===== src/source/ofdm_pkg.sv =====
package ofdm_pkg;

    // decode states of the cyclic-prefix remover
    typedef enum logic [1:0] {
        CP_SKIP   = 2'd0,
        CP_SYMBOL = 2'd1,
        CP_TAIL   = 2'd2
    } cp_state_t;

    // transform engine states
    typedef enum logic [1:0] {
        DFT_IDLE = 2'd0,
        DFT_LOAD = 2'd1,
        DFT_CALC = 2'd2
    } dft_state_t;

    // role of a symbol within the frame
    typedef enum logic [1:0] {
        SYM_DATA = 2'd0,
        SYM_PBCH = 2'd1,
        SYM_SSS  = 2'd2
    } sym_kind_t;

    // frame structure
    localparam int SYM_PER_SLOT    = 14;
    localparam int SLOTS_PER_FRAME = 20;

    // field widths
    localparam int SYM_W  = 4;
    localparam int SLOT_W = 5;
    localparam int CP_W   = 8;

    // synchronisation block symbols within slot 0
    localparam int PBCH_SYM = 3;
    localparam int SSS_SYM  = 4;

    // fraction bits of the twiddle values
    localparam int TW_FRAC = 14;

endpackage


===== src/source/cp_remover.sv =====
`timescale 1ns/1ps

module cp_remover #(
    parameter int NFFT     = 4,
    parameter int SAMPLE_W = 16
) (
    input  logic                        clk_i,
    input  logic                        reset_ni,
    input  logic [SAMPLE_W-1:0]         sample_re_i,
    input  logic [SAMPLE_W-1:0]         sample_im_i,
    input  logic                        sample_valid_i,
    input  logic [ofdm_pkg::CP_W-1:0]   cp_len_i,
    input  logic                        sync_i,
    output logic [SAMPLE_W-1:0]         sym_re_o,
    output logic [SAMPLE_W-1:0]         sym_im_o,
    output logic                        sym_valid_o,
    output logic [ofdm_pkg::SLOT_W-1:0] sym_slot_o,
    output logic [ofdm_pkg::SYM_W-1:0]  sym_idx_o
);

    localparam int FFT_LEN = 2 ** NFFT;

    ofdm_pkg::cp_state_t state_q;

    logic [ofdm_pkg::CP_W-1:0]   cp_cnt_q;
    logic [ofdm_pkg::CP_W-1:0]   cp_len_q;
    logic [NFFT-1:0]             smp_cnt_q;
    logic [ofdm_pkg::SLOT_W-1:0] slot_q;
    logic [ofdm_pkg::SYM_W-1:0]  idx_q;

    // a new symbol begins at the boundary state or on a fresh CP count
    logic                        sym_start;
    logic                        cp_done;
    logic                        fwd;
    logic                        last_smp;

    assign sym_start = (state_q == ofdm_pkg::CP_TAIL) ||
                       ((state_q == ofdm_pkg::CP_SKIP) && (cp_cnt_q == '0));
    // the first sample of a symbol still sees cp_len_i directly
    assign cp_done   = sym_start ? (cp_len_i == '0) : (cp_cnt_q == cp_len_q);

    assign fwd      = sample_valid_i && !sync_i &&
                      ((state_q == ofdm_pkg::CP_SYMBOL) || cp_done);
    assign last_smp = fwd && (state_q == ofdm_pkg::CP_SYMBOL) &&
                      (smp_cnt_q == NFFT'(FFT_LEN - 1));

    always_ff @(posedge clk_i) begin
        if (!reset_ni) begin
            state_q   <= ofdm_pkg::CP_SKIP;
            cp_cnt_q  <= '0;
            cp_len_q  <= '0;
            smp_cnt_q <= '0;
            slot_q    <= '0;
            idx_q     <= '0;
        end else if (sync_i) begin
            // frame start restarts the CP count and the numbering
            state_q   <= ofdm_pkg::CP_SKIP;
            cp_cnt_q  <= '0;
            smp_cnt_q <= '0;
            slot_q    <= '0;
            idx_q     <= '0;
        end else if (sample_valid_i) begin
            case (state_q)
                ofdm_pkg::CP_SKIP, ofdm_pkg::CP_TAIL: begin
                    if (sym_start) begin
                        cp_len_q <= cp_len_i;
                    end
                    if (cp_done) begin
                        // this sample is already the first one of the symbol
                        state_q   <= ofdm_pkg::CP_SYMBOL;
                        smp_cnt_q <= NFFT'(1);
                        cp_cnt_q  <= '0;
                    end else begin
                        state_q  <= ofdm_pkg::CP_SKIP;
                        cp_cnt_q <= sym_start ? ofdm_pkg::CP_W'(1) : cp_cnt_q + 1'b1;
                    end
                end
                ofdm_pkg::CP_SYMBOL: begin
                    smp_cnt_q <= smp_cnt_q + 1'b1;
                    if (last_smp) begin
                        state_q  <= ofdm_pkg::CP_TAIL;
                        cp_cnt_q <= '0;
                        if (idx_q == ofdm_pkg::SYM_W'(ofdm_pkg::SYM_PER_SLOT - 1)) begin
                            idx_q <= '0;
                            if (slot_q == ofdm_pkg::SLOT_W'(ofdm_pkg::SLOTS_PER_FRAME - 1)) begin
                                slot_q <= '0;
                            end else begin
                                slot_q <= slot_q + 1'b1;
                            end
                        end else begin
                            idx_q <= idx_q + 1'b1;
                        end
                    end
                end
                default: begin
                    state_q <= ofdm_pkg::CP_SKIP;
                end
            endcase
        end
    end

    always_ff @(posedge clk_i) begin
        if (!reset_ni) begin
            sym_valid_o <= 1'b0;
        end else begin
            sym_valid_o <= fwd;
        end
    end

    // payload and numbering of the forwarded sample
    always_ff @(posedge clk_i) begin
        if (fwd) begin
            sym_re_o   <= sample_re_i;
            sym_im_o   <= sample_im_i;
            sym_slot_o <= slot_q;
            sym_idx_o  <= idx_q;
        end
    end

endmodule


===== src/source/dft_engine.sv =====
`timescale 1ns/1ps

module dft_engine #(
    parameter int NFFT     = 4,
    parameter int SAMPLE_W = 16
) (
    input  logic                        clk_i,
    input  logic                        reset_ni,
    input  logic [SAMPLE_W-1:0]         sym_re_i,
    input  logic [SAMPLE_W-1:0]         sym_im_i,
    input  logic                        sym_valid_i,
    input  logic [ofdm_pkg::SLOT_W-1:0] sym_slot_i,
    input  logic [ofdm_pkg::SYM_W-1:0]  sym_idx_i,
    output logic [SAMPLE_W-1:0]         bin_re_o,
    output logic [SAMPLE_W-1:0]         bin_im_o,
    output logic                        bin_valid_o,
    output logic [NFFT-1:0]             bin_pos_o,
    output logic [ofdm_pkg::SLOT_W-1:0] bin_slot_o,
    output logic [ofdm_pkg::SYM_W-1:0]  bin_idx_o,
    output logic                        overrun_o
);

    localparam int  FFT_LEN = 2 ** NFFT;
    localparam int  TW_W    = ofdm_pkg::TW_FRAC + 2;
    localparam int  PH_W    = NFFT + 1;
    localparam int  ACC_W   = SAMPLE_W + TW_W + 1 + NFFT;
    localparam int  SHIFT   = ofdm_pkg::TW_FRAC + NFFT;
    localparam real PI      = 3.14159265358979;

    // round to nearest, symmetric around zero
    function automatic logic signed [TW_W-1:0] tw_round(input real v);
        real scaled;
        scaled = v * real'((2 ** ofdm_pkg::TW_FRAC) - 1);
        if (scaled >= 0.0) begin
            return TW_W'($rtoi(scaled + 0.5));
        end
        return -TW_W'($rtoi(-scaled + 0.5));
    endfunction

    ofdm_pkg::dft_state_t state_q;

    logic signed [SAMPLE_W-1:0] buf_re [FFT_LEN];
    logic signed [SAMPLE_W-1:0] buf_im [FFT_LEN];
    logic signed [TW_W-1:0]     tw_re  [FFT_LEN];
    logic signed [TW_W-1:0]     tw_im  [FFT_LEN];

    logic [NFFT-1:0]            wr_cnt_q;
    logic                       drop_q;
    logic [PH_W-1:0]            ph_q;
    logic [NFFT-1:0]            pos_q;
    logic [NFFT-1:0]            bin_k;
    logic [NFFT-1:0]            tw_idx;
    logic                       load_en;

    logic signed [SAMPLE_W-1:0] op_a_q;
    logic signed [SAMPLE_W-1:0] op_b_q;
    logic signed [TW_W-1:0]     op_c_q;
    logic signed [TW_W-1:0]     op_d_q;
    logic                       mac_en_q;
    logic                       first_q;
    logic signed [ACC_W-1:0]    acc_re_q;
    logic signed [ACC_W-1:0]    acc_im_q;
    logic signed [ACC_W-1:0]    prod_re;
    logic signed [ACC_W-1:0]    prod_im;
    logic signed [ACC_W-1:0]    acc_re_sh;
    logic signed [ACC_W-1:0]    acc_im_sh;

    // twiddle table holds cos and -sin of 2*pi*i/N
    for (genvar i = 0; i < FFT_LEN; i++) begin : g_tw
        assign tw_re[i] = tw_round($cos(2.0 * PI * i / FFT_LEN));
        assign tw_im[i] = tw_round(-$sin(2.0 * PI * i / FFT_LEN));
    end

    // shifted order, position 0 is the most negative frequency
    assign bin_k  = pos_q + NFFT'(FFT_LEN / 2);
    assign tw_idx = NFFT'(bin_k * ph_q[NFFT-1:0]);

    assign load_en = sym_valid_i &&
                     (((state_q == ofdm_pkg::DFT_IDLE) && !drop_q) ||
                      (state_q == ofdm_pkg::DFT_LOAD));

    always_ff @(posedge clk_i) begin
        if (!reset_ni) begin
            state_q     <= ofdm_pkg::DFT_IDLE;
            wr_cnt_q    <= '0;
            drop_q      <= 1'b0;
            overrun_o   <= 1'b0;
            ph_q        <= '0;
            pos_q       <= '0;
            mac_en_q    <= 1'b0;
            bin_valid_o <= 1'b0;
        end else begin
            overrun_o   <= 1'b0;
            bin_valid_o <= 1'b0;
            mac_en_q    <= (state_q == ofdm_pkg::DFT_CALC) && (ph_q < PH_W'(FFT_LEN));

            if (sym_valid_i) begin
                wr_cnt_q <= wr_cnt_q + 1'b1;
                // a symbol starting during the transform is thrown away
                if ((wr_cnt_q == '0) && (state_q == ofdm_pkg::DFT_CALC)) begin
                    drop_q <= 1'b1;
                end
                if (drop_q && (wr_cnt_q == NFFT'(FFT_LEN - 1))) begin
                    drop_q    <= 1'b0;
                    overrun_o <= 1'b1;
                end
            end

            case (state_q)
                ofdm_pkg::DFT_IDLE: begin
                    if (load_en) begin
                        state_q <= ofdm_pkg::DFT_LOAD;
                    end
                end
                ofdm_pkg::DFT_LOAD: begin
                    if (sym_valid_i && (wr_cnt_q == NFFT'(FFT_LEN - 1))) begin
                        state_q <= ofdm_pkg::DFT_CALC;
                        ph_q    <= '0;
                        pos_q   <= '0;
                    end
                end
                ofdm_pkg::DFT_CALC: begin
                    if (ph_q == PH_W'(FFT_LEN + 1)) begin
                        ph_q        <= '0;
                        pos_q       <= pos_q + 1'b1;
                        bin_valid_o <= 1'b1;
                        if (pos_q == NFFT'(FFT_LEN - 1)) begin
                            state_q <= ofdm_pkg::DFT_IDLE;
                        end
                    end else begin
                        ph_q <= ph_q + 1'b1;
                    end
                end
                default: begin
                    state_q <= ofdm_pkg::DFT_IDLE;
                end
            endcase
        end
    end

    // sample buffer and symbol metadata
    always_ff @(posedge clk_i) begin
        if (load_en) begin
            buf_re[wr_cnt_q] <= sym_re_i;
            buf_im[wr_cnt_q] <= sym_im_i;
            if (state_q == ofdm_pkg::DFT_IDLE) begin
                bin_slot_o <= sym_slot_i;
                bin_idx_o  <= sym_idx_i;
            end
        end
    end

    // (a + jb)(c + jd) accumulated over n
    assign prod_re = ACC_W'(op_a_q * op_c_q) - ACC_W'(op_b_q * op_d_q);
    assign prod_im = ACC_W'(op_a_q * op_d_q) + ACC_W'(op_b_q * op_c_q);

    assign acc_re_sh = acc_re_q >>> SHIFT;
    assign acc_im_sh = acc_im_q >>> SHIFT;

    always_ff @(posedge clk_i) begin
        op_a_q  <= buf_re[ph_q[NFFT-1:0]];
        op_b_q  <= buf_im[ph_q[NFFT-1:0]];
        op_c_q  <= tw_re[tw_idx];
        op_d_q  <= tw_im[tw_idx];
        first_q <= (ph_q == '0);
        if (mac_en_q) begin
            acc_re_q <= (first_q ? '0 : acc_re_q) + prod_re;
            acc_im_q <= (first_q ? '0 : acc_im_q) + prod_im;
        end
        if ((state_q == ofdm_pkg::DFT_CALC) && (ph_q == PH_W'(FFT_LEN + 1))) begin
            bin_re_o  <= acc_re_sh[SAMPLE_W-1:0];
            bin_im_o  <= acc_im_sh[SAMPLE_W-1:0];
            bin_pos_o <= pos_q;
        end
    end

endmodule


===== src/source/sc_mapper.sv =====
`timescale 1ns/1ps

module sc_mapper #(
    parameter int NFFT     = 4,
    parameter int SAMPLE_W = 16,
    parameter int BAND_LEN = 12,
    parameter int SSS_LEN  = 8
) (
    input  logic                        clk_i,
    input  logic                        reset_ni,
    input  logic [SAMPLE_W-1:0]         bin_re_i,
    input  logic [SAMPLE_W-1:0]         bin_im_i,
    input  logic                        bin_valid_i,
    input  logic [NFFT-1:0]             bin_pos_i,
    input  logic [ofdm_pkg::SLOT_W-1:0] bin_slot_i,
    input  logic [ofdm_pkg::SYM_W-1:0]  bin_idx_i,
    output logic [SAMPLE_W-1:0]         sc_re_o,
    output logic [SAMPLE_W-1:0]         sc_im_o,
    output logic                        sc_valid_o,
    output logic                        sc_last_o,
    output ofdm_pkg::sym_kind_t         sc_kind_o,
    output logic [ofdm_pkg::SLOT_W-1:0] sc_slot_o,
    output logic [ofdm_pkg::SYM_W-1:0]  sc_idx_o
);

    localparam int HALF       = 2 ** (NFFT - 1);
    localparam int BAND_START = HALF - BAND_LEN / 2;
    localparam int BAND_END   = BAND_START + BAND_LEN - 1;
    localparam int SSS_START  = HALF - SSS_LEN / 2;
    localparam int SSS_END    = SSS_START + SSS_LEN - 1;

    logic                in_band;
    logic                in_sss;
    logic                is_pbch_sym;
    logic                is_sss_sym;
    ofdm_pkg::sym_kind_t kind;

    // windows are centred on the DC position
    assign in_band = (bin_pos_i >= NFFT'(BAND_START)) && (bin_pos_i <= NFFT'(BAND_END));
    assign in_sss  = (bin_pos_i >= NFFT'(SSS_START)) && (bin_pos_i <= NFFT'(SSS_END));

    assign is_pbch_sym = (bin_slot_i == '0) &&
                         (bin_idx_i == ofdm_pkg::SYM_W'(ofdm_pkg::PBCH_SYM));
    assign is_sss_sym  = (bin_slot_i == '0) &&
                         (bin_idx_i == ofdm_pkg::SYM_W'(ofdm_pkg::SSS_SYM));

    always_comb begin
        kind = ofdm_pkg::SYM_DATA;
        if (is_pbch_sym) begin
            kind = ofdm_pkg::SYM_PBCH;
        end else if (is_sss_sym && in_sss) begin
            // SSS occupies only the centre of the band
            kind = ofdm_pkg::SYM_SSS;
        end
    end

    always_ff @(posedge clk_i) begin
        if (!reset_ni) begin
            sc_valid_o <= 1'b0;
            sc_last_o  <= 1'b0;
        end else begin
            sc_valid_o <= bin_valid_i && in_band;
            sc_last_o  <= bin_valid_i && (bin_pos_i == NFFT'(BAND_END));
        end
    end

    always_ff @(posedge clk_i) begin
        if (bin_valid_i && in_band) begin
            sc_re_o   <= bin_re_i;
            sc_im_o   <= bin_im_i;
            sc_kind_o <= kind;
            sc_slot_o <= bin_slot_i;
            sc_idx_o  <= bin_idx_i;
        end
    end

endmodule


===== src/source/ofdm_demod.sv =====
`timescale 1ns/1ps

module ofdm_demod #(
    parameter int NFFT     = 4,
    parameter int SAMPLE_W = 16,
    parameter int BAND_LEN = 12,
    parameter int SSS_LEN  = 8
) (
    input  logic                        clk_i,
    input  logic                        reset_ni,
    input  logic [SAMPLE_W-1:0]         sample_re_i,
    input  logic [SAMPLE_W-1:0]         sample_im_i,
    input  logic                        sample_valid_i,
    input  logic [ofdm_pkg::CP_W-1:0]   cp_len_i,
    input  logic                        sync_i,
    output logic [SAMPLE_W-1:0]         sc_re_o,
    output logic [SAMPLE_W-1:0]         sc_im_o,
    output logic                        sc_valid_o,
    output logic                        sc_last_o,
    output ofdm_pkg::sym_kind_t         sc_kind_o,
    output logic [ofdm_pkg::SLOT_W-1:0] sc_slot_o,
    output logic [ofdm_pkg::SYM_W-1:0]  sc_idx_o,
    output logic                        overrun_o
);

    // decode to execute
    logic [SAMPLE_W-1:0]         sym_re;
    logic [SAMPLE_W-1:0]         sym_im;
    logic                        sym_valid;
    logic [ofdm_pkg::SLOT_W-1:0] sym_slot;
    logic [ofdm_pkg::SYM_W-1:0]  sym_idx;

    // execute to result
    logic [SAMPLE_W-1:0]         bin_re;
    logic [SAMPLE_W-1:0]         bin_im;
    logic                        bin_valid;
    logic [NFFT-1:0]             bin_pos;
    logic [ofdm_pkg::SLOT_W-1:0] bin_slot;
    logic [ofdm_pkg::SYM_W-1:0]  bin_idx;

    cp_remover #(
        .NFFT     (NFFT),
        .SAMPLE_W (SAMPLE_W)
    ) cp_remover_i (
        .clk_i          (clk_i),
        .reset_ni       (reset_ni),
        .sample_re_i    (sample_re_i),
        .sample_im_i    (sample_im_i),
        .sample_valid_i (sample_valid_i),
        .cp_len_i       (cp_len_i),
        .sync_i         (sync_i),
        .sym_re_o       (sym_re),
        .sym_im_o       (sym_im),
        .sym_valid_o    (sym_valid),
        .sym_slot_o     (sym_slot),
        .sym_idx_o      (sym_idx)
    );

    dft_engine #(
        .NFFT     (NFFT),
        .SAMPLE_W (SAMPLE_W)
    ) dft_engine_i (
        .clk_i       (clk_i),
        .reset_ni    (reset_ni),
        .sym_re_i    (sym_re),
        .sym_im_i    (sym_im),
        .sym_valid_i (sym_valid),
        .sym_slot_i  (sym_slot),
        .sym_idx_i   (sym_idx),
        .bin_re_o    (bin_re),
        .bin_im_o    (bin_im),
        .bin_valid_o (bin_valid),
        .bin_pos_o   (bin_pos),
        .bin_slot_o  (bin_slot),
        .bin_idx_o   (bin_idx),
        .overrun_o   (overrun_o)
    );

    sc_mapper #(
        .NFFT     (NFFT),
        .SAMPLE_W (SAMPLE_W),
        .BAND_LEN (BAND_LEN),
        .SSS_LEN  (SSS_LEN)
    ) sc_mapper_i (
        .clk_i       (clk_i),
        .reset_ni    (reset_ni),
        .bin_re_i    (bin_re),
        .bin_im_i    (bin_im),
        .bin_valid_i (bin_valid),
        .bin_pos_i   (bin_pos),
        .bin_slot_i  (bin_slot),
        .bin_idx_i   (bin_idx),
        .sc_re_o     (sc_re_o),
        .sc_im_o     (sc_im_o),
        .sc_valid_o  (sc_valid_o),
        .sc_last_o   (sc_last_o),
        .sc_kind_o   (sc_kind_o),
        .sc_slot_o   (sc_slot_o),
        .sc_idx_o    (sc_idx_o)
    );

endmodule


===== config.mk =====
export PLATFORM = sky130hd
export DESIGN_NAME = ofdm_demod
export DESIGN_NICKNAME = d
export VERILOG_FILES = /design/src/source/ofdm_pkg.sv /design/src/source/cp_remover.sv /design/src/source/dft_engine.sv /design/src/source/sc_mapper.sv /design/src/source/ofdm_demod.sv
export SDC_FILE = /design/constraint.sdc
export NUM_CORES = 2
export LEC_CHECK = 0
export BUFFER_PORTS_ARGS = -buffer_cell sky130_fd_sc_hd__buf_2
export CORE_MARGIN = 3
export CORE_UTILIZATION = 51
export DETAILED_ROUTE_END_ITERATION = 8
export GPL_ROUTABILITY_DRIVEN = 0
export GPL_TIMING_DRIVEN = 0
export PLACE_DENSITY = 0.79
export SLEW_MARGIN = 20
export SYNTH_ARGS = -nofsm -noshare
export SYNTH_HDL_FRONTEND = slang
export SYNTH_SLANG_ARGS = --single-unit

===== constraint.sdc =====
create_clock -name clk_i -period 21.4 [get_ports clk_i]
set_clock_uncertainty 0.05 [all_clocks]
set_input_delay 1.07 -clock clk_i [delete_from_list [all_inputs] [get_ports clk_i]]
set_output_delay 1.07 -clock clk_i [all_outputs]
set_load 0.005 [all_outputs]

==> results.json <==
{
  "p_sw_frac": 0.356,
  "ctsHoldBuffers": 0,
  "end_kind": "flip-flop",
  "clockRootBuffer": "clkbuf_16",
  "hold_viol_final": 0,
  "vias": 47537,
  "cts_buffers": 86,
  "nNetsFinal": 7883,
  "synth.distinct_cells": 78,
  "fin_total_pwr_w": 0.00572,
  "num_rows": 137,
  "gr-total-overflow": 0,
  "critPathTopFamily": "adder cells",
  "cts_sinks": 819,
  "synth_nets": 7676,
  "outcome": "finished, violations left",
  "wirelength_um": 198000,
  "cts_tree": "built",
  "avgRoutedWirePerCell_um": 24.0,
  "worst-path-buf-inv": 7,
  "netlist_instances": 6103,
  "start_kind": "flip-flop",
  "final_cell_mix": "1286 x inv_1, 1115 x fa_1, 709 x edfxtp_1, 453 x and2_1, 424 x nand2_1",
  "grt_pass1_vias": 50074,
  "htree_levels": 3,
  "coreArea_mm2": 0.140,
  "violations": "design-rule violations",
  "clock_latency_ps": 770,
  "max_slew_margin": 0.134,
  "crit_fanout": 10,
  "cts.reportedPaths.clkPinSlew_ps": 60,
  "grt_pass1_wl_um": 300000,
  "leakagePower_nw": 34.3,
  "drc": 42,
  "die-height_um": 383,
  "max_stage_delay_ps": 910,
  "port_buffers": 89,
  "ys.flop_type": "edfxtp_1",
  "switchingPower_w": 0.00203,
  "ios": 90,
  "crit_slowest_cell": "clkbuf_1",
  "grt_antenna_before_repair": 8,
  "required_ps": 21750,
  "globalRouteTotalUtil": 0.276,
  "dp_hpwl_um": 146000,
  "worstMarginPinSlew_ps": 1300,
  "ys_seq_elements": 819,
  "power.internal_w": 0.00368,
  "drtAntennaViolNets": 0,
  "whs_ps": 331,
  "power_density_mw_per_mm2": 72.2,
  "die-area_mm2": 0.147,
  "areaGrowthSynthToFinish_pct": 9.11,
  "yosysSeqAreaShare": 0.324,
  "syn-cell-area_mm2": 0.0726,
  "final_max_slew_viol_count": 0,
  "critPathKind": "reg -> reg",
  "cts_resized": 0,
  "post_cts_buffers": 0,
  "rsz0062_at_grt": "false",
  "ir_drop_mv": 0.154,
  "fin_crit_sh": 0.520,
  "synth_edf_count": 709,
  "cts_buffer_depth": 3,
  "layout_commonest_cell": "inv_1",
  "fmax_ghz": 0.0898,
  "dieWidth_um": 383,
  "synthArstFlopShare": 0,
  "start_util": 0.517,
  "fin_area_mm2": 0.0792,
  "p_seq_frac": 0.323,
  "cpMostUsedCell": "fa_1",
  "grt_max_degree": 48,
  "dr.pass1.iters": 9,
  "drv_cap": 0,
  "drt-vias-per-instance": 5.74,
  "finalCriticalPeriod_ps": 11130,
  "pwr-share-clk": 0.268,
  "syn_avg_cell_area_um2": 11.9,
  "place_area_mm2": 0.0763,
  "synth_warnings": 0,
  "min_path_type": "reg -> reg",
  "fin_tns_setup_ps": 0,
  "comb_power_share": 0.409,
  "drive_gt1_frac": 0.0719,
  "setup_viol": 0,
  "worstPathArrival_ps": 11490,
  "drt-initial-drc-count": 5233
}
-- logic make-up (layout without fill, tap and decap cells) --
group                    count (synthesis)  after routing  share of synthesized area
adder cells (fa/ha/maj)               1529           1529                      0.379
other                                    0             16                          0
multiplexers                           178            178                     0.0525
XOR/XNOR                               238            238                     0.0292
AND/OR/NAND/NOR                       1375           1375                     0.0978
AO/OA/AOI/OAI                          474            474                     0.0412
flip-flops                             819            819                      0.324
buffers and inverters                 1490           1770                     0.0770
-- metal layers --
| metal | share of wire | wire (um) | GRT usage | up-vias |
|---|---|---|---|---|
| li1 | - | - | - | 19855 |
| met1 | 0.33 | 66000 | 0.323 | 23889 |
| met2 | 0.46 | 92000 | 0.437 | 3020 |
| met3 | 0.13 | 25400 | 0.0974 | 759 |
| met4 | 0.074 | 14800 | 0.162 | 14 |
| met5 | 0.0012 | 241 | 0.0192 | - |
-- area by class of cell --
type | instances | area (um^2)
diodes | 16 | 40.0
inverters | 1289 | 4840
plain buffers | 201 | 772
clock inverters | 46 | 579
fillers | 10987 | 61200
multi-input cells | 3794 | 43700
flip-flops and latches | 819 | 23500
well taps | 1876 | 2350
repair buffers | 119 | 1190
clock buffers | 115 | 2290
-- state kept, by name, indices dropped and copies added, names as in the netlist, 8 cells and up --
name and flops:
dft_engine_i.bin_im_o 16, sc_mapper_i.sc_re_o 16, cp_remover_i.sym_im_o 16, dft_engine_i.op_b_q 16, dft_engine_i.buf_re 256, sc_mapper_i.sc_im_o 16, cp_remover_i.cp_len_q 8, dft_engine_i.bin_re_o 16
dft_engine_i.acc_im_q 34, dft_engine_i.op_a_q 16, dft_engine_i.op_d_q 12, dft_engine_i.buf_im 256, cp_remover_i.cp_cnt_q 8, dft_engine_i.acc_re_q 34, dft_engine_i.op_c_q 12, cp_remover_i.sym_re_o 16
-- path summary, 6_finish.rpt --
kind | to | depth (start not counted) | slack [ps] | from
setup / recovery | dft_engine_i.acc_im_q[33]$_DFFE_PP_ | 32 | 10270 | dft_engine_i.op_d_q[14]$_SDFF_PN0_
hold / removal | sc_mapper_i.sc_re_o[13]$_DFFE_PP_ | 0 | 330 | dft_engine_i.bin_re_o[13]$_DFFE_PP_
setup reg to reg | dft_engine_i.acc_im_q[33]$_DFFE_PP_ | 32 | 10270 | dft_engine_i.op_d_q[14]$_SDFF_PN0_
hold reg to reg | sc_mapper_i.sc_re_o[13]$_DFFE_PP_ | 0 | 330 | dft_engine_i.bin_re_o[13]$_DFFE_PP_
-- metrics by stage --
stage,util,setup WS [ps],std cells
global placement,0.537,10770,8068
floorplan,-,12810,6103
global route,0.564,9940,8260
detailed placement,0.543,10660,8098
finish,0.564,10270,8275
CTS,0.564,10560,8259
-- synthesized netlist by cell type (all sizes together), types with 20 or more instances --
cell type	count	area share
mux4	162	0.050
nor3	20	0.0014
o21a	28	0.0029
dfxtp	110	0.030
and2	454	0.039
o21ai	93	0.0065
clkbuf	182	0.0094
nand2	424	0.022
xor2	71	0.0086
nand2b	88	0.0076
nand3	47	0.0032
a21o	72	0.0074
a21oi	170	0.012
nor2b	86	0.0076
edfxtp	709	0.29
o21bai	30	0.0031
ha	414	0.071
fa	1115	0.31
xnor2	165	0.020
nor2	171	0.0088
inv	1287	0.067
-- power groups by stage --
stage / logic (W) / clock network (W) / registers, W
floorplan: 0.00181 / 0 / 0.00188
global placement: 0.00223 / 0 / 0.00188
detailed placement: 0.00231 / 0 / 0.00188
CTS: 0.00233 / 0.00156 / 0.00184
global route: 0.00262 / 0.00161 / 0.00184
finish: 0.00234 / 0.00153 / 0.00184
No activity file was read; power rests on OpenSTA's default activity.
